`src/rtl/exu_config.svh`:
```
/*
 * Execute stage configuration
 * Data and register widths, reset vector and trap vector
 */

`ifndef EXU_CONFIG_SVH
`define EXU_CONFIG_SVH

// ----------------------------------------------------------
// Widths
// ----------------------------------------------------------
`define EXU_XLEN        32              // Data and address width
`define EXU_RF_AWIDTH   5               // Register file address width

// ----------------------------------------------------------
// Program counter vectors
// ----------------------------------------------------------
`define EXU_RST_VECTOR  32'h0000_0200   // PC after reset
`define EXU_TRAP_VECTOR 32'h0000_0100   // Target of every exception

`endif

```
`src/rtl/exu_pkg.sv`:
```
/*
 * Execute stage types
 * Command, memory, write-back and trap encodings
 */

`include "exu_config.svh"

package exu_pkg;

    typedef enum logic {IALU_OP_REG_REG, IALU_OP_REG_IMM} ialu_op_e;
    typedef enum logic {SUM2_OP_REG_IMM, SUM2_OP_PC_IMM} sum2_op_e;

    typedef enum logic [4:0] {
        IALU_CMD_NONE, IALU_CMD_ADD, IALU_CMD_SUB, IALU_CMD_AND, IALU_CMD_OR,
        IALU_CMD_XOR, IALU_CMD_SLL, IALU_CMD_SRL, IALU_CMD_SRA, IALU_CMD_SLT,
        IALU_CMD_SLTU, IALU_CMD_EQ, IALU_CMD_NE, IALU_CMD_LT, IALU_CMD_GE,
        IALU_CMD_LTU, IALU_CMD_GEU
    } ialu_cmd_e;

    typedef enum logic [3:0] {
        LSU_CMD_NONE, LSU_CMD_LB, LSU_CMD_LH, LSU_CMD_LW, LSU_CMD_LBU,
        LSU_CMD_LHU, LSU_CMD_SB, LSU_CMD_SH, LSU_CMD_SW
    } lsu_cmd_e;

    typedef enum logic [2:0] {
        RD_WB_NONE, RD_WB_IALU, RD_WB_SUM2, RD_WB_IMM, RD_WB_INC_PC, RD_WB_LSU
    } rd_wb_sel_e;

    typedef enum logic [3:0] {
        EXC_CODE_INSTR_MISALIGN   = 4'd0,
        EXC_CODE_ILLEGAL_INSTR    = 4'd2,
        EXC_CODE_LD_ADDR_MISALIGN = 4'd4,
        EXC_CODE_LD_ACCESS_FAULT  = 4'd5,
        EXC_CODE_ST_ADDR_MISALIGN = 4'd6,
        EXC_CODE_ST_ACCESS_FAULT  = 4'd7
    } exc_code_e;

    typedef enum logic [1:0] {MEM_WIDTH_BYTE, MEM_WIDTH_HWORD, MEM_WIDTH_WORD} mem_width_e;
    typedef enum logic {MEM_RESP_OK, MEM_RESP_ERR} mem_resp_e;

    // Decoded command as issued by the decoder
    typedef struct packed {
        ialu_op_e                   ialu_op;
        ialu_cmd_e                  ialu_cmd;
        sum2_op_e                   sum2_op;
        lsu_cmd_e                   lsu_cmd;
        rd_wb_sel_e                 rd_wb_sel;
        logic                       jump_req;
        logic                       branch_req;
        logic                       exc_req;        // Decoder flagged exception
        exc_code_e                  exc_code;
        logic [`EXU_RF_AWIDTH-1:0]  rs1_addr;
        logic [`EXU_RF_AWIDTH-1:0]  rs2_addr;
        logic [`EXU_RF_AWIDTH-1:0]  rd_addr;
        logic [`EXU_XLEN-1:0]       imm;
    } exu_cmd_t;

    typedef struct packed {
        logic                       wr;             // Store when set
        mem_width_e                 width;
        logic [`EXU_XLEN-1:0]       addr;
        logic [`EXU_XLEN-1:0]       wdata;
    } dmem_req_t;

    typedef struct packed {
        logic                       en;
        logic [`EXU_RF_AWIDTH-1:0]  addr;
        logic [`EXU_XLEN-1:0]       data;
    } rf_wr_t;

    typedef struct packed {
        exc_code_e                  exc_code;
        logic [`EXU_XLEN-1:0]       trap_val;
    } trap_t;

endpackage

```
`src/rtl/exu_ctrl.sv`:
```
/*
 * Execute stage control
 * Command register, PC, readiness, exceptions and redirects
 */

`timescale 1ns/1ps
`include "exu_config.svh"

module exu_ctrl (
    input  logic                        clk,
    input  logic                        rst_n,
    input  logic                        cmd_valid,
    input  exu_pkg::exu_cmd_t           cmd,
    input  logic                        ialu_cmp,
    input  logic [`EXU_XLEN-1:0]        sum2_res,
    input  logic                        lsu_rdy,
    input  logic                        lsu_exc,
    input  exu_pkg::exc_code_e          lsu_exc_code,
    output logic                        cmd_ready,
    output logic                        q_valid,
    output exu_pkg::exu_cmd_t           q_cmd,
    output logic [`EXU_RF_AWIDTH-1:0]   rs1_addr,
    output logic [`EXU_RF_AWIDTH-1:0]   rs2_addr,
    output logic                        commit,
    output logic                        instret,
    output logic                        exc_req,
    output exu_pkg::trap_t              trap,
    output logic                        new_pc_req,
    output logic [`EXU_XLEN-1:0]        new_pc,
    output logic [`EXU_XLEN-1:0]        curr_pc
);
    import exu_pkg::*;

    logic                   run_en;
    logic                   lsu_req;
    logic                   exu_rdy;
    logic                   jb_taken;
    logic                   jb_misalign;
    logic                   exc_any;
    logic [`EXU_XLEN-1:0]   jb_target;

    // ----------------------------------------------------------
    // Command register
    // ----------------------------------------------------------
    assign lsu_req   = q_valid & (q_cmd.lsu_cmd != LSU_CMD_NONE) & ~q_cmd.exc_req;
    assign exu_rdy   = lsu_req ? (lsu_rdy | lsu_exc) : 1'b1;
    assign instret   = q_valid & exu_rdy;
    assign cmd_ready = run_en & (~q_valid | exu_rdy) & ~new_pc_req;

    always_ff @(posedge clk or negedge rst_n) begin
        if (!rst_n) begin
            run_en  <= 1'b0;
            q_valid <= 1'b0;
        end else begin
            run_en <= 1'b1;                     // First cycle out of reset
            if (cmd_ready) begin
                q_valid <= cmd_valid;
            end else if (instret) begin
                q_valid <= 1'b0;                // Redirect drops the slot
            end
        end
    end

    always_ff @(posedge clk) begin
        if (cmd_ready && cmd_valid) begin
            q_cmd <= cmd;
        end
    end

    assign rs1_addr = q_cmd.rs1_addr;
    assign rs2_addr = q_cmd.rs2_addr;

    // ----------------------------------------------------------
    // Exceptions and redirect
    // ----------------------------------------------------------
    assign jb_taken    = q_cmd.jump_req | (q_cmd.branch_req & ialu_cmp);
    assign jb_target   = {sum2_res[`EXU_XLEN-1:1], 1'b0};
    assign jb_misalign = jb_taken & (jb_target[1:0] != 2'b00);
    assign exc_any     = q_cmd.exc_req | lsu_exc | jb_misalign;

    assign exc_req    = instret & exc_any;
    assign commit     = instret & ~exc_any;
    assign new_pc_req = instret & (exc_any | jb_taken);
    assign new_pc     = exc_any ? `EXU_TRAP_VECTOR : jb_target;

    // Decoder first, then LSU, then target
    always_comb begin
        if (q_cmd.exc_req) begin
            trap.exc_code = q_cmd.exc_code;
            trap.trap_val = curr_pc;
        end else if (lsu_exc) begin
            trap.exc_code = lsu_exc_code;
            trap.trap_val = sum2_res;           // Faulting address
        end else begin
            trap.exc_code = EXC_CODE_INSTR_MISALIGN;
            trap.trap_val = jb_target;
        end
    end

    always_ff @(posedge clk or negedge rst_n) begin
        if (!rst_n) begin
            curr_pc <= `EXU_RST_VECTOR;
        end else if (instret) begin
            curr_pc <= new_pc_req ? new_pc : curr_pc + `EXU_XLEN'd4;
        end
    end

    a_one_flow: assert property (@(posedge clk) disable iff (!rst_n)
        q_valid |-> $onehot0({q_cmd.jump_req, q_cmd.branch_req, q_cmd.lsu_cmd != LSU_CMD_NONE}))
        else $error("jump, branch and load/store set together");

    a_cmd_hold: assert property (@(posedge clk) disable iff (!rst_n)
        q_valid && !instret |=> $stable(q_cmd))
        else $error("command register changed before retirement");

endmodule

```
`src/rtl/exu_ialu.sv`:
```
/*
 * Integer ALU with separate sum2 adder
 * Sum2 gives jump targets and load/store addresses
 */

`timescale 1ns/1ps
`include "exu_config.svh"

module exu_ialu (
    input  exu_pkg::exu_cmd_t       q_cmd,
    input  logic [`EXU_XLEN-1:0]    rs1_data,
    input  logic [`EXU_XLEN-1:0]    rs2_data,
    input  logic [`EXU_XLEN-1:0]    curr_pc,
    output logic [`EXU_XLEN-1:0]    ialu_res,
    output logic                    ialu_cmp,
    output logic [`EXU_XLEN-1:0]    sum2_res
);
    import exu_pkg::*;

    localparam int XLEN = `EXU_XLEN;
    localparam int SHW  = $clog2(XLEN);

    logic [XLEN-1:0]    op1;
    logic [XLEN-1:0]    op2;
    logic [XLEN:0]      sub_res;                // Extra bit holds the borrow
    logic [SHW-1:0]     shamt;
    logic               eq;
    logic               lt;
    logic               ltu;

    assign op1   = rs1_data;
    assign op2   = (q_cmd.ialu_op == IALU_OP_REG_REG) ? rs2_data : q_cmd.imm;
    assign shamt = op2[SHW-1:0];

    // ----------------------------------------------------------
    // Compare
    // ----------------------------------------------------------
    assign sub_res = {1'b0, op1} - {1'b0, op2};
    assign eq      = (op1 == op2);
    assign ltu     = sub_res[XLEN];
    assign lt      = (op1[XLEN-1] ^ op2[XLEN-1]) ? op1[XLEN-1] : sub_res[XLEN-1];

    always_comb begin
        case (q_cmd.ialu_cmd)
            IALU_CMD_EQ:                 ialu_cmp = eq;
            IALU_CMD_NE:                 ialu_cmp = ~eq;
            IALU_CMD_LT, IALU_CMD_SLT:   ialu_cmp = lt;
            IALU_CMD_GE:                 ialu_cmp = ~lt;
            IALU_CMD_LTU, IALU_CMD_SLTU: ialu_cmp = ltu;
            IALU_CMD_GEU:                ialu_cmp = ~ltu;
            default:                     ialu_cmp = 1'b0;
        endcase
    end

    // ----------------------------------------------------------
    // Result
    // ----------------------------------------------------------
    always_comb begin
        case (q_cmd.ialu_cmd)
            IALU_CMD_ADD:  ialu_res = op1 + op2;
            IALU_CMD_SUB:  ialu_res = sub_res[XLEN-1:0];
            IALU_CMD_AND:  ialu_res = op1 & op2;
            IALU_CMD_OR:   ialu_res = op1 | op2;
            IALU_CMD_XOR:  ialu_res = op1 ^ op2;
            IALU_CMD_SLL:  ialu_res = op1 << shamt;
            IALU_CMD_SRL:  ialu_res = op1 >> shamt;
            IALU_CMD_SRA:  ialu_res = $signed(op1) >>> shamt;
            default:       ialu_res = XLEN'(ialu_cmp);     // Set-less-than and compares
        endcase
    end

    assign sum2_res = ((q_cmd.sum2_op == SUM2_OP_REG_IMM) ? rs1_data : curr_pc) + q_cmd.imm;

endmodule

```
`src/rtl/exu_lsu.sv`:
```
/*
 * Load/store unit
 * Data memory handshake, misalignment check, load extension
 */

`timescale 1ns/1ps
`include "exu_config.svh"

module exu_lsu (
    input  logic                    clk,
    input  logic                    rst_n,
    input  logic                    q_valid,
    input  exu_pkg::exu_cmd_t       q_cmd,
    input  logic [`EXU_XLEN-1:0]    addr,
    input  logic [`EXU_XLEN-1:0]    rs2_data,
    input  logic                    dmem_ack,
    input  logic [`EXU_XLEN-1:0]    dmem_rdata,
    input  exu_pkg::mem_resp_e      dmem_resp,
    output logic                    dmem_req,
    output exu_pkg::dmem_req_t      dmem_cmd,
    output logic                    lsu_rdy,
    output logic                    lsu_exc,
    output exu_pkg::exc_code_e      lsu_exc_code,
    output logic [`EXU_XLEN-1:0]    l_data
);
    import exu_pkg::*;

    typedef enum logic [1:0] {LSU_IDLE, LSU_WAIT_ACK, LSU_WAIT_RESP} lsu_state_e;

    lsu_state_e             state;
    logic                   go;
    logic                   store;
    logic                   misalign;
    logic [`EXU_XLEN-1:0]   rd_shift;

    assign go    = q_valid & (q_cmd.lsu_cmd != LSU_CMD_NONE) & ~q_cmd.exc_req;
    assign store = (q_cmd.lsu_cmd inside {LSU_CMD_SB, LSU_CMD_SH, LSU_CMD_SW});

    always_comb begin
        case (q_cmd.lsu_cmd)
            LSU_CMD_LH, LSU_CMD_LHU, LSU_CMD_SH: dmem_cmd.width = MEM_WIDTH_HWORD;
            LSU_CMD_LW, LSU_CMD_SW:              dmem_cmd.width = MEM_WIDTH_WORD;
            default:                             dmem_cmd.width = MEM_WIDTH_BYTE;
        endcase
    end

    assign misalign = ((dmem_cmd.width == MEM_WIDTH_HWORD) & addr[0])
                    | ((dmem_cmd.width == MEM_WIDTH_WORD) & (addr[1:0] != 2'b00));

    assign dmem_cmd.wr    = store;
    assign dmem_cmd.addr  = addr;
    assign dmem_cmd.wdata = rs2_data << {addr[1:0], 3'b000};   // Lane aligned

    // ----------------------------------------------------------
    // Handshake FSM
    // ----------------------------------------------------------
    always_ff @(posedge clk or negedge rst_n) begin
        if (!rst_n) begin
            state <= LSU_IDLE;
        end else begin
            case (state)
                LSU_IDLE:      if (go && !misalign) state <= dmem_ack ? LSU_WAIT_RESP : LSU_WAIT_ACK;
                LSU_WAIT_ACK:  if (dmem_ack) state <= LSU_WAIT_RESP;
                default:       state <= LSU_IDLE;
            endcase
        end
    end

    assign dmem_req = ((state == LSU_IDLE) & go & ~misalign) | (state == LSU_WAIT_ACK);
    assign lsu_rdy  = (state == LSU_WAIT_RESP);
    assign lsu_exc  = ((state == LSU_IDLE) & go & misalign)
                    | (lsu_rdy & (dmem_resp == MEM_RESP_ERR));

    always_comb begin
        if (misalign) begin
            lsu_exc_code = store ? EXC_CODE_ST_ADDR_MISALIGN : EXC_CODE_LD_ADDR_MISALIGN;
        end else begin
            lsu_exc_code = store ? EXC_CODE_ST_ACCESS_FAULT : EXC_CODE_LD_ACCESS_FAULT;
        end
    end

    // Load extension
    assign rd_shift = dmem_rdata >> {addr[1:0], 3'b000};

    always_comb begin
        case (q_cmd.lsu_cmd)
            LSU_CMD_LB:  l_data = {{(`EXU_XLEN-8){rd_shift[7]}}, rd_shift[7:0]};
            LSU_CMD_LH:  l_data = {{(`EXU_XLEN-16){rd_shift[15]}}, rd_shift[15:0]};
            LSU_CMD_LBU: l_data = {{(`EXU_XLEN-8){1'b0}}, rd_shift[7:0]};
            LSU_CMD_LHU: l_data = {{(`EXU_XLEN-16){1'b0}}, rd_shift[15:0]};
            default:     l_data = rd_shift;
        endcase
    end

    a_req_hold: assert property (@(posedge clk) disable iff (!rst_n)
        dmem_req && !dmem_ack |=> dmem_req && $stable(dmem_cmd))
        else $error("data memory request dropped or changed before acknowledge");

endmodule

```
`src/rtl/exu_top.sv`:
```
/*
 * Execute stage top level
 * Control beside ALU, load/store and write-back datapaths
 */

`timescale 1ns/1ps
`include "exu_config.svh"

module exu_top (
    input  logic                        clk,
    input  logic                        rst_n,
    input  logic                        cmd_valid,
    output logic                        cmd_ready,
    input  exu_pkg::exu_cmd_t           cmd,
    output logic [`EXU_RF_AWIDTH-1:0]   rs1_addr,
    output logic [`EXU_RF_AWIDTH-1:0]   rs2_addr,
    input  logic [`EXU_XLEN-1:0]        rs1_data,
    input  logic [`EXU_XLEN-1:0]        rs2_data,
    output exu_pkg::rf_wr_t             rf_wr,
    output logic                        dmem_req,
    input  logic                        dmem_ack,
    output exu_pkg::dmem_req_t          dmem_cmd,
    input  logic [`EXU_XLEN-1:0]        dmem_rdata,
    input  exu_pkg::mem_resp_e          dmem_resp,
    output logic                        instret,
    output logic                        exc_req,
    output exu_pkg::trap_t              trap,
    output logic                        new_pc_req,
    output logic [`EXU_XLEN-1:0]        new_pc,
    output logic [`EXU_XLEN-1:0]        curr_pc
);
    import exu_pkg::*;

    logic                   q_valid;
    exu_cmd_t               q_cmd;
    logic                   commit;
    logic [`EXU_XLEN-1:0]   ialu_res;
    logic                   ialu_cmp;
    logic [`EXU_XLEN-1:0]   sum2_res;
    logic                   lsu_rdy;
    logic                   lsu_exc;
    exc_code_e              lsu_exc_code;
    logic [`EXU_XLEN-1:0]   l_data;

    exu_ctrl u_ctrl (
        .clk, .rst_n, .cmd_valid, .cmd, .ialu_cmp, .sum2_res,
        .lsu_rdy, .lsu_exc, .lsu_exc_code, .cmd_ready, .q_valid, .q_cmd,
        .rs1_addr, .rs2_addr, .commit, .instret, .exc_req, .trap,
        .new_pc_req, .new_pc, .curr_pc
    );

    exu_ialu u_ialu (
        .q_cmd, .rs1_data, .rs2_data, .curr_pc, .ialu_res, .ialu_cmp, .sum2_res
    );

    exu_lsu u_lsu (
        .clk, .rst_n, .q_valid, .q_cmd,
        .addr       (sum2_res),         // Sum2 gives the address
        .rs2_data, .dmem_ack, .dmem_rdata, .dmem_resp,
        .dmem_req, .dmem_cmd, .lsu_rdy, .lsu_exc, .lsu_exc_code, .l_data
    );

    exu_wb u_wb (
        .q_cmd, .commit, .ialu_res, .sum2_res, .l_data, .curr_pc, .rf_wr
    );

endmodule

```
`src/rtl/exu_wb.sv`:
```
/*
 * Register file write-back
 */

`timescale 1ns/1ps
`include "exu_config.svh"

module exu_wb (
    input  exu_pkg::exu_cmd_t       q_cmd,
    input  logic                    commit,
    input  logic [`EXU_XLEN-1:0]    ialu_res,
    input  logic [`EXU_XLEN-1:0]    sum2_res,
    input  logic [`EXU_XLEN-1:0]    l_data,
    input  logic [`EXU_XLEN-1:0]    curr_pc,
    output exu_pkg::rf_wr_t         rf_wr
);
    import exu_pkg::*;

    // No write to x0
    assign rf_wr.en   = commit & (q_cmd.rd_wb_sel != RD_WB_NONE) & (q_cmd.rd_addr != '0);
    assign rf_wr.addr = q_cmd.rd_addr;

    always_comb begin
        case (q_cmd.rd_wb_sel)
            RD_WB_SUM2:   rf_wr.data = sum2_res;
            RD_WB_IMM:    rf_wr.data = q_cmd.imm;
            RD_WB_INC_PC: rf_wr.data = curr_pc + `EXU_XLEN'd4;     // Link address
            RD_WB_LSU:    rf_wr.data = l_data;
            default:      rf_wr.data = ialu_res;
        endcase
    end

endmodule

```
`config.mk`:
```
export PLATFORM = sky130hd
export DESIGN_NAME = exu_top
export DESIGN_NICKNAME = d
export VERILOG_FILES = /design/src/rtl/exu_pkg.sv /design/src/rtl/exu_ctrl.sv /design/src/rtl/exu_ialu.sv /design/src/rtl/exu_lsu.sv /design/src/rtl/exu_top.sv /design/src/rtl/exu_wb.sv
export VERILOG_INCLUDE_DIRS = /design/src /design/src/rtl
export SDC_FILE = /design/constraint.sdc
export NUM_CORES = 1
export LEC_CHECK = 0
export BUFFER_PORTS_ARGS = -buffer_cell sky130_fd_sc_hd__buf_4
export CAP_MARGIN = 5
export CORE_MARGIN = 5
export CORE_UTILIZATION = 27
export CTS_CLUSTER_DIAMETER = 80
export DETAILED_ROUTE_END_ITERATION = 8
export PLACE_DENSITY = 0.46
export SLEW_MARGIN = 30
export SYNTH_ARGS = -nofsm -noshare
export SYNTH_HDL_FRONTEND = slang
export SYNTH_SLANG_ARGS = --single-unit
```
`constraint.sdc`:
```
create_clock -name clk -period 18.3 [get_ports clk]
set_input_delay 1.83 -clock clk [delete_from_list [all_inputs] [get_ports clk]]
set_output_delay 1.83 -clock clk [all_outputs]
set_load 0.005 [all_outputs]
```
Word-level counts from Yosys, hierarchy flattened. Cells that the tools add are included.

Register bits: 104. Output and inout bits: 220. Word-level logic and storage cells: 137. Input port bits: 169.

Shift-type cells: 5. Equal/unequal tests: 35. Add/sub/neg operators: 4. Reductions and logical operators: 15. Multiplexer cells: 22. Bitwise logic cells: 39.

Operator list (number): 32-bit one-hot mux with 4 select lines (2); 32-bit one-hot mux with 8 select lines (1); 32-bit 2-to-1 mux (4); 36-bit 2-to-1 mux (2); 32-bit adder (2); 32-bit by 5-bit left shift with 32-bit output (2); 32-bit by 5-bit >> shifter with 32-bit output (2); 5-bit by 4-bit == test with 1-bit output, second input constant (8); 32-bit by 32-bit subtractor with 33-bit output (1); 32-bit by 3-bit adder with 32-bit output, second input constant (1); 32-bit bitwise AND (1); 32-bit == test (1); 32-bit bitwise OR (1); 32-bit by 5-bit >>> shifter with 32-bit output (1); 32-bit bitwise XOR (1); 5-bit by 3-bit == test with 1-bit output, second input constant (4); 1-bit bitwise AND (18); 4-bit by 3-bit == test with 1-bit output, second input constant (4); 5-bit by 2-bit == test with 1-bit output, second input constant (2); 2-bit 2-to-1 mux (5); 1-bit bitwise OR (9); 4-bit by 2-bit == test with 1-bit output, second input constant (2); 1-bit inverter (8); 2-bit one-hot mux with 2 select lines (2); 24 further kinds (36).

Logic depth before layout (Yosys ltp). Gate-level depths: netlist of the first run.

Word-level depth: 15. Mapped depth: 28. Mapped depth without buffers: 22.

Modules after synthesis. Synthesis of the first run repeated with hierarchy kept, for this count alone.

Cell total of the unflattened synthesis: 2749. Area, all modules: 20279.4 µm².

Modules (own cells, without submodules): exu_ialu (area each 11414.7 µm², sequential area each 0.0 µm², cells an instance 1738, instances 1); exu_ctrl (area each 4889.7 µm², sequential area each 2869.0 µm², cells an instance 422, instances 1); exu_wb (area each 2230.9 µm², sequential area each 0.0 µm², cells an instance 329, instances 1); exu_lsu (area each 1744.2 µm², sequential area each 50.0 µm², cells an instance 260, instances 1).

Least setup slack after synthesis of the first run. OpenSTA, ideal clock, no wires.

Path type: input port to flip-flop. From: input rs2_data[2]. To: register u_ctrl.q_cmd[0] (netlist name). Data required time: 17805 ps. Stages on the path: 24. Arrival time: 9331 ps. Buffers on the path: 4. Library setup time: 495 ps. Setup slack: 8474 ps. Cells stage by stage: mux2i_4 clkbuf_1 clkbuf_1 clkbuf_1 ha_1 buf_2 nand2b_1 o311a_1 o31a_1 o311ai_1 nand3_1 a221o_1 a221oi_1 o21bai_1 a21oi_1 fa_1 o21ai_0 o31ai_4 nand3b_1 mux2i_4 o21ai_4 nand2_1 nand2_1 nor2_1.

Word-level cells in the longest chain between the ends: 14. Elaborated cells on any way between the ends: 17. Classes of those cells: add/sub: 1; eq/ne: 1; mux: 3; bitwise: 11; reduce/logical: 1.

RTL lines: start: declaration (RTL line exu_top.sv:18) `` input logic [`EXU_XLEN-1:0] rs2_data, ``; 32-bit 2-to-1 mux (*) (RTL line exu_ialu.sv:32) `assign op2 = (q_cmd.ialu_op == IALU_OP_REG_REG) ? rs2_data : q_cmd.imm;`; 32-bit by 32-bit subtractor with 33-bit output (RTL line exu_ialu.sv:38) `assign sub_res = {1'b0, op1} - {1'b0, op2};`; 1-bit 2-to-1 mux (RTL line exu_ialu.sv:41) `assign lt = (op1[XLEN-1] ^ op2[XLEN-1]) ? op1[XLEN-1] : sub_res[XLEN-1];`; 1-bit inverter (RTL line exu_ialu.sv:48) `IALU_CMD_GE: ialu_cmp = ~lt;`; 1-bit one-hot mux with 6 select lines (*) (RTL line exu_ialu.sv:44) `case (q_cmd.ialu_cmd)`; 1-bit bitwise AND (*) (RTL line exu_ctrl.sv:76) `assign jb_taken = q_cmd.jump_req | (q_cmd.branch_req & ialu_cmp);`; 1-bit bitwise OR (*) (RTL line exu_ctrl.sv:76); 1-bit bitwise AND (RTL line exu_ctrl.sv:78) `assign jb_misalign = jb_taken & (jb_target[1:0] != 2'b00);`; 1-bit bitwise OR (RTL line exu_ctrl.sv:79) `assign exc_any = q_cmd.exc_req | lsu_exc | jb_misalign;`; 1-bit bitwise OR (*) (RTL line exu_ctrl.sv:83) `assign new_pc_req = instret & (exc_any | jb_taken);`; 1-bit bitwise AND (*) (RTL line exu_ctrl.sv:83); 1-bit inverter (*) (RTL line exu_ctrl.sv:48) `assign cmd_ready = run_en & (~q_valid | exu_rdy) & ~new_pc_req;`; 1-bit bitwise AND (*) (RTL line exu_ctrl.sv:48); 1-bit logical AND (*) (RTL line exu_ctrl.sv:65) `if (cmd_ready && cmd_valid) begin`.

Mark *: on every way between the ends. The rest lies on a longest branch, timed or not. A chain may end at the register's enable or synchronous reset.

==> results of run 1 <==
==> path summary, 6_finish.rpt <==
| path | from | end | slack (ns) |
|---|---|---|---|
| worst max-delay path | rs2_data[1] | rf_wr[37] | 8.39 |
| worst min-delay path | u_lsu.state[1]$_DFFE_PN0P_ | u_lsu.state[0]$_DFFE_PN0P_ | 0.54 |
| worst max register to register | u_ctrl.q_cmd[67]$_DFFE_PP_ | u_ctrl.q_cmd[62]$_DFFE_PP_ | 9.68 |
| worst min register to register | u_lsu.state[1]$_DFFE_PN0P_ | u_lsu.state[0]$_DFFE_PN0P_ | 0.54 |
| max in group asynchronous | rst_n | u_ctrl.curr_pc[9]$_DFFE_PN1P_ | 16.50 |
| min in group asynchronous | rst_n | u_ctrl.curr_pc[29]$_DFFE_PN0P_ | 1.41 |
==> synth_stat cells, types with 34 or more instances <==
| cell type | n | area, um2 |
|---|---|---|
| a31oi_1 | 45 | 282 |
| o221ai_1 | 34 | 298 |
| nand2_1 | 261 | 980 |
| nand3_1 | 52 | 260 |
| dfrtp_1 | 34 | 851 |
| o22ai_1 | 37 | 231 |
| buf_2 | 36 | 180 |
| mux2i_1 | 159 | 1590 |
| a221oi_1 | 38 | 333 |
| a211oi_1 | 45 | 338 |
| nor2b_1 | 35 | 219 |
| o21ai_0 | 189 | 946 |
| xnor2_1 | 59 | 517 |
| a21o_1 | 41 | 308 |
| clkbuf_1 | 138 | 518 |
| edfxtp_1 | 68 | 2040 |
| o211ai_1 | 40 | 300 |
| a21oi_1 | 216 | 1080 |
| inv_1 | 128 | 480 |
| ha_1 | 129 | 1610 |
| nor3_1 | 39 | 195 |
| nor2_1 | 260 | 976 |
==> where the power goes <==
part | switching (W) | total (W) | internal (W) | leakage (nW)
Sequential | 0.0000887 | 0.000372 | 0.000284 | 1.07
Combinational | 0.000682 | 0.00112 | 0.000436 | 8.31
Clock | 0.000114 | 0.000212 | 0.0000982 | 0.150
==> layout make-up <==
cell class	count	share of cell area, %
antenna	4	0.0451
clock inverter	7	0.389
multi-input combinational	2088	63.7
clock buffer	9	1.02
inverter	136	2.30
sequential	103	13.2
timing repair buffer	427	14.4
tap	873	4.92
==> metrics by stage <==
stage / setup WS, ns / instance area [um2] / util (%) / hold WS [ns]
floorplan: 8.47 / 18400 / - / 0.475
global route: 8.13 / 22200 / 32.9 / 0.547
CTS: 8.44 / 22200 / 32.9 / 0.525
global placement: 8.59 / 21800 / 32.4 / 0.494
detailed placement: 8.46 / 21900 / 32.4 / 0.514
finish: 8.39 / 22200 / 32.9 / 0.541
==> worst max-delay path: cells and delay by family <==
family | cells | cell delay, ns
AO/OA/AOI/OAI | 9 | 2.63
adder cells (fa/ha/maj) | 2 | 0.62
buffers and inverters | 4 | 1.24
multiplexers | 2 | 0.66
AND/OR/NAND/NOR | 7 | 1.07
==> registers in the layout, indices dropped and copies added, names as in the netlist <==
name / flops
u_ctrl.q_valid: 1
u_lsu.state: 2
u_ctrl.rs1_addr: 5
u_ctrl.q_cmd: 58
u_ctrl.run_en: 1
u_ctrl.rs2_addr: 5
u_ctrl.curr_pc: 31
==> metal layers <==
| layer | routed length (um) | vias to the layer above | track usage (%) |
|---|---|---|---|
| met5 | 25 | - | 0 |
| met4 | 2820 | 4 | 7.01 |
| met3 | 8610 | 106 | 4.81 |
| met2 | 51600 | 1194 | 47.2 |
| met1 | 48200 | 11031 | 38.7 |
| li1 | - | 9820 | - |
==> kinds of logic after synthesis <==
| family | count (synthesis) |
|---|---|
| AOI/OAI and AO/OA | 893 |
| and+or+nand+nor | 787 |
| buffers and inverters | 351 |
| muxes | 190 |
| adders and majority gates | 133 |
| DFF | 103 |
| xor gates and xnor gates | 82 |
| other | 2 |
==> impl_metrics.ini, run 1 <==
[clock_tree]
holdBufCountCts = 0
clk_pin_slew_worst_paths_ns = 0.08
numCtsBuffers = 9
clock_path_buffers = 2
cts_resized = 0
post_cts_buffers = 0
cts_sinks = 103
h-tree-depth = 3
cts_root_buf = clkbuf_16
clk_latency_ns = 0.39
cts_tree = built

[route]
wl_per_cell_um = 30.5
initialDrtViolationCount = 2420
via_per_inst = 6.07
drtPass1Iterations = 9
ant_nets = 0
wirelength_um = 111000
num_vias = 22155
drc_errors = 0

[sta]
fin_worst_skew_ns = 0.0231
setup_viol = 0
relSlewSlack_pct = 30.6
rsz0062_at_grt = false
hold_viol = 0
fmax_ghz = 0.101
slew_violations = 0
max_slew.worst_pin.slew_ns = 1.01
finalCritPeriodShare_pct = 54.1
layout_min_cycle_time_ns = 9.91
finalSetupTns_ns = 0

[critical_path]
critPathSlowestCell = buf_4
required_ns = 16.47
worstSetupStartpointType = input port
cpPeakStageDelay_ns = 0.67
worstPathCellList = buf_4 -> mux2i_4 -> buf_4 -> ha_1 -> nor2_1 -> o311a_1 -> o31a_1 -> o311ai_1 -> nand3_1 -> a221o_1 -> a221oi_1 -> o21bai_1 -> a21oi_1 -> fa_1 -> o21ai_0 -> o31ai_4 -> nand3b_1 -> mux2i_4 -> nor2_4 -> nand2_2 -> nand2_1 -> buf_4 -> nor3_1 -> buf_4
critPathKind = input port to output pin
arrival_ns = 8.08
critPathMaxFanout = 55
ff2ff_path_depth = 24
end_kind = output pin
path_common_cell = buf_4

[layout]
multiInputGateArea_um2 = 14100
nNetsFinal = 3067
fillCellCount = 7366
drive_above_1_share_pct = 19.0
layout.area.seq_um2 = 2920
instances_no_fill = 3647
final_cell_mix = buf_4, nand2_1, nor2_1
final_common_cell = buf_4
area_growth_pct = 20.5

[die]
die_x_um = 271
die_area_um2 = 73500
core_area_um2 = 67400
start_util_pct = 27.3
io_pins = 389
placementRows = 95
die_y_um = 271

[global_routing]
grt_antenna_before_repair = 4
overflow = 0
grt_util_all_layers_pct = 28.5
grt_pass1_wl_um = 157000
grt_pass1_vias = 21300
grt_max_degree = 67

[power_and_ir_drop]
finalPower_w = 0.00170
power_density_nw_per_um2 = 76.7
ir_drop_v = 0.0000460
p_leak_nw = 9.53

[logic_synthesis]
syn_inst = 2541
synthMuxAreaShare_pct = 11.7
synth_top_family_by_area = compound AO/OA/AOI/OAI gates
ys.flop_type = edfxtp_1
synth_compound_area_share_pct = 31.7
synth-async-reset-ratio_pct = 34.0
avgSynthCellArea_um2 = 7.24
ys_ff_latch = 103
ys_warn_count = 0
synthSimpleGateAreaFrac_pct = 19.8
synth_xor_area_share_pct = 3.90
synthAdderAreaFrac_pct = 9.20
ys_seq_area_share_pct = 15.9
synth-edff-count = 68
syn-cell-area_um2 = 18400
synth_cell_types = 98

[placed_design]
place_inst = 3627
dp_hpwl_um = 90500
numPortBuffers = 386
place_congestion = 0.972

[worst_hold_path]
hp-class = flip-flop to flip-flop
holdPathStages = 1

[run_status]
outcome = complete, no violations

[flow_run]
maxCapViolations = 0
(Power assumes the default switching activity.)
==> run 2, diff against run 1 <==
clock period = 9.6 ns   (was 18.3 ns; I/O delays follow)
==> run 2 against run 1 <==
Register-to-register slack worse by 7.8 ns. Largest cell class unchanged. First-iteration DRC count is 13% higher. Clock skew is 0.0033 ns lower. Largest power group unchanged. Die area stayed put. Core utilization hardly changed. Wire length is 1.0% higher.
==> impl_metrics.ini, run 2 (synthesis gave the netlist of run 1 again) <==
[layout]
final_cell_mix = buf_4, nand2_1, nor2_1
drive_above_1_share_pct = 19.0
final_common_cell = buf_4
diodes = 0
top_register = u_ctrl.q_cmd
top_regs = u_ctrl.q_cmd x58, u_ctrl.curr_pc x31
area_growth_pct = 20.6
fillCellCount = 7268
nNetsFinal = 3065
instances_no_fill = 3641
largest_reg_flops = 58

[sta]
slew_violations = 0
setup_viol = 0
layout_min_cycle_time_ns = 7.97
hold_ws_ns = 0.522
hold_viol = 0
finalSetupTns_ns = 0
fmax_ghz = 0.126
finalCritPeriodShare_pct = 83.0
rsz0062_at_grt = false
fin_worst_skew_ns = 0.0198
max_slew.worst_pin.slew_ns = 1.08
relSlewSlack_pct = 27.3

[die]
die_x_um = 271
core_area_um2 = 67400
die_y_um = 271
start_util_pct = 27.3
io_pins = 389
placementRows = 95
die_area_um2 = 73500

[placed_design]
place_congestion = 0.986
place_inst = 3625
numPortBuffers = 386
dp_hpwl_um = 91600

[route]
drc_errors = 0
wl_per_cell_um = 30.9
ant_nets = 0
wirelength_um = 112000
drtPass1Iterations = 8
via_per_inst = 6.06
initialDrtViolationCount = 2724
num_vias = 22047

[critical_path]
path_common_cell = buf_4
end_kind = output pin
rr_endpoint = u_ctrl.q_cmd[11]$_DFFE_PP_
cp_num_cells = 23
critPathKind = flip-flop to output pin
critPathSlowestCell = edfxtp_1
worstSetupStartpointType = flip-flop
r2r_start = u_ctrl.q_cmd[67]$_DFFE_PP_
required_ns = 8.64
path_buf_inv = 4
worstSetupStartpoint = u_ctrl.q_cmd[67]$_DFFE_PP_
cpPeakStageDelay_ns = 0.80
worstPathCellList = buf_4 -> mux2i_4 -> ha_1 -> inv_1 -> o311a_1 -> o31a_1 -> o311ai_1 -> nand3_1 -> a221o_1 -> a221oi_1 -> o21bai_1 -> a21oi_1 -> fa_1 -> o21ai_0 -> o31ai_4 -> nand3b_1 -> mux2i_4 -> nor2_4 -> nand2_2 -> nand2_1 -> buf_4 -> nor3_1 -> buf_4
arrival_ns = 7.01
worst-r2r-setup-slack_ns = 1.89
critPathMaxFanout = 29
crit_family = compound AO/OA/AOI/OAI gates
critPathCapture = rf_wr[37]
ff2ff_path_depth = 23

[clock_tree]
cts_sinks = 103
numCtsBuffers = 9
clk_pin_slew_worst_paths_ns = 0.09
clk_latency_ns = 0.41
clock_path_buffers = 2
cts_tree = built
holdBufCountCts = 0
cts_root_buf = clkbuf_16
post_cts_buffers = 0
cts_resized = 0
h-tree-depth = 3

[power_and_ir_drop]
power_density_nw_per_um2 = 147
p_leak_nw = 9.52
ir_drop_v = 0.000107
finalPower_w = 0.00325

[global_routing]
grt_util_all_layers_pct = 28.9
grt_max_degree = 67
grt_pass1_vias = 21210
overflow = 0
grt_pass1_wl_um = 158000
grt_antenna_before_repair = 7

[run_status]
outcome = complete, no violations

[worst_hold_path]
hp-class = flip-flop to flip-flop

[flow_run]
maxCapViolations = 0
## run 2: area by class of cell
cell class	instances	area (um2)	share of cell area (%)
inverter	136	510	2.30
clock inverter	7	88.8	0.400
timing repair buffer	425	3200	14.4
tap	873	1090	4.92
multi-input combinational	2088	14200	63.8
sequential	103	2920	13.2
clock buffer	9	225	1.01
## run 2: report_power, final
part | switching (W) | total (W) | internal [W]
sequential | 0.000170 | 0.000711 | 0.000541
clock | 0.000216 | 0.000403 | 0.000187
combinational | 0.00131 | 0.00214 | 0.000832
## run 2: through the flow
stage          setup slack, ns  area (um2)  util (%)
6_report                  1.63       22200      32.9
5_1_grt                   1.14       22200      32.9
4_1_cts                   1.63       22200      32.9
3_5_place_dp              1.95       21900      32.5
3_3_place_gp              2.11       21800      32.4
2_1_floorplan            0.644       18400         -
## run 2: worst min-delay path by stage
stage	cells after the start	startpoint	slack (ns)	end
floorplan	1	u_lsu.state[1]$_DFFE_PN0P_	0.47	u_lsu.state[0]$_DFFE_PN0P_
global placement	1	u_lsu.state[1]$_DFFE_PN0P_	0.49	u_lsu.state[0]$_DFFE_PN0P_
detailed placement	1	u_lsu.state[1]$_DFFE_PN0P_	0.51	u_lsu.state[0]$_DFFE_PN0P_
CTS	1	u_lsu.state[1]$_DFFE_PN0P_	0.52	u_lsu.state[0]$_DFFE_PN0P_
global route	1	u_lsu.state[1]$_DFFE_PN0P_	0.55	u_lsu.state[0]$_DFFE_PN0P_
finish	1	u_lsu.state[1]$_DFFE_PN0P_	0.52	u_lsu.state[0]$_DFFE_PN0P_
## run 2: routing by layer
metal	part of all wire (%)	global-route usage, %	up-vias
li1	-	-	9824
met1	43	39.2	10834
met2	46	46.7	1236
met3	8.2	5.10	149
met4	3.5	9.28	4
met5	0.030	0	-
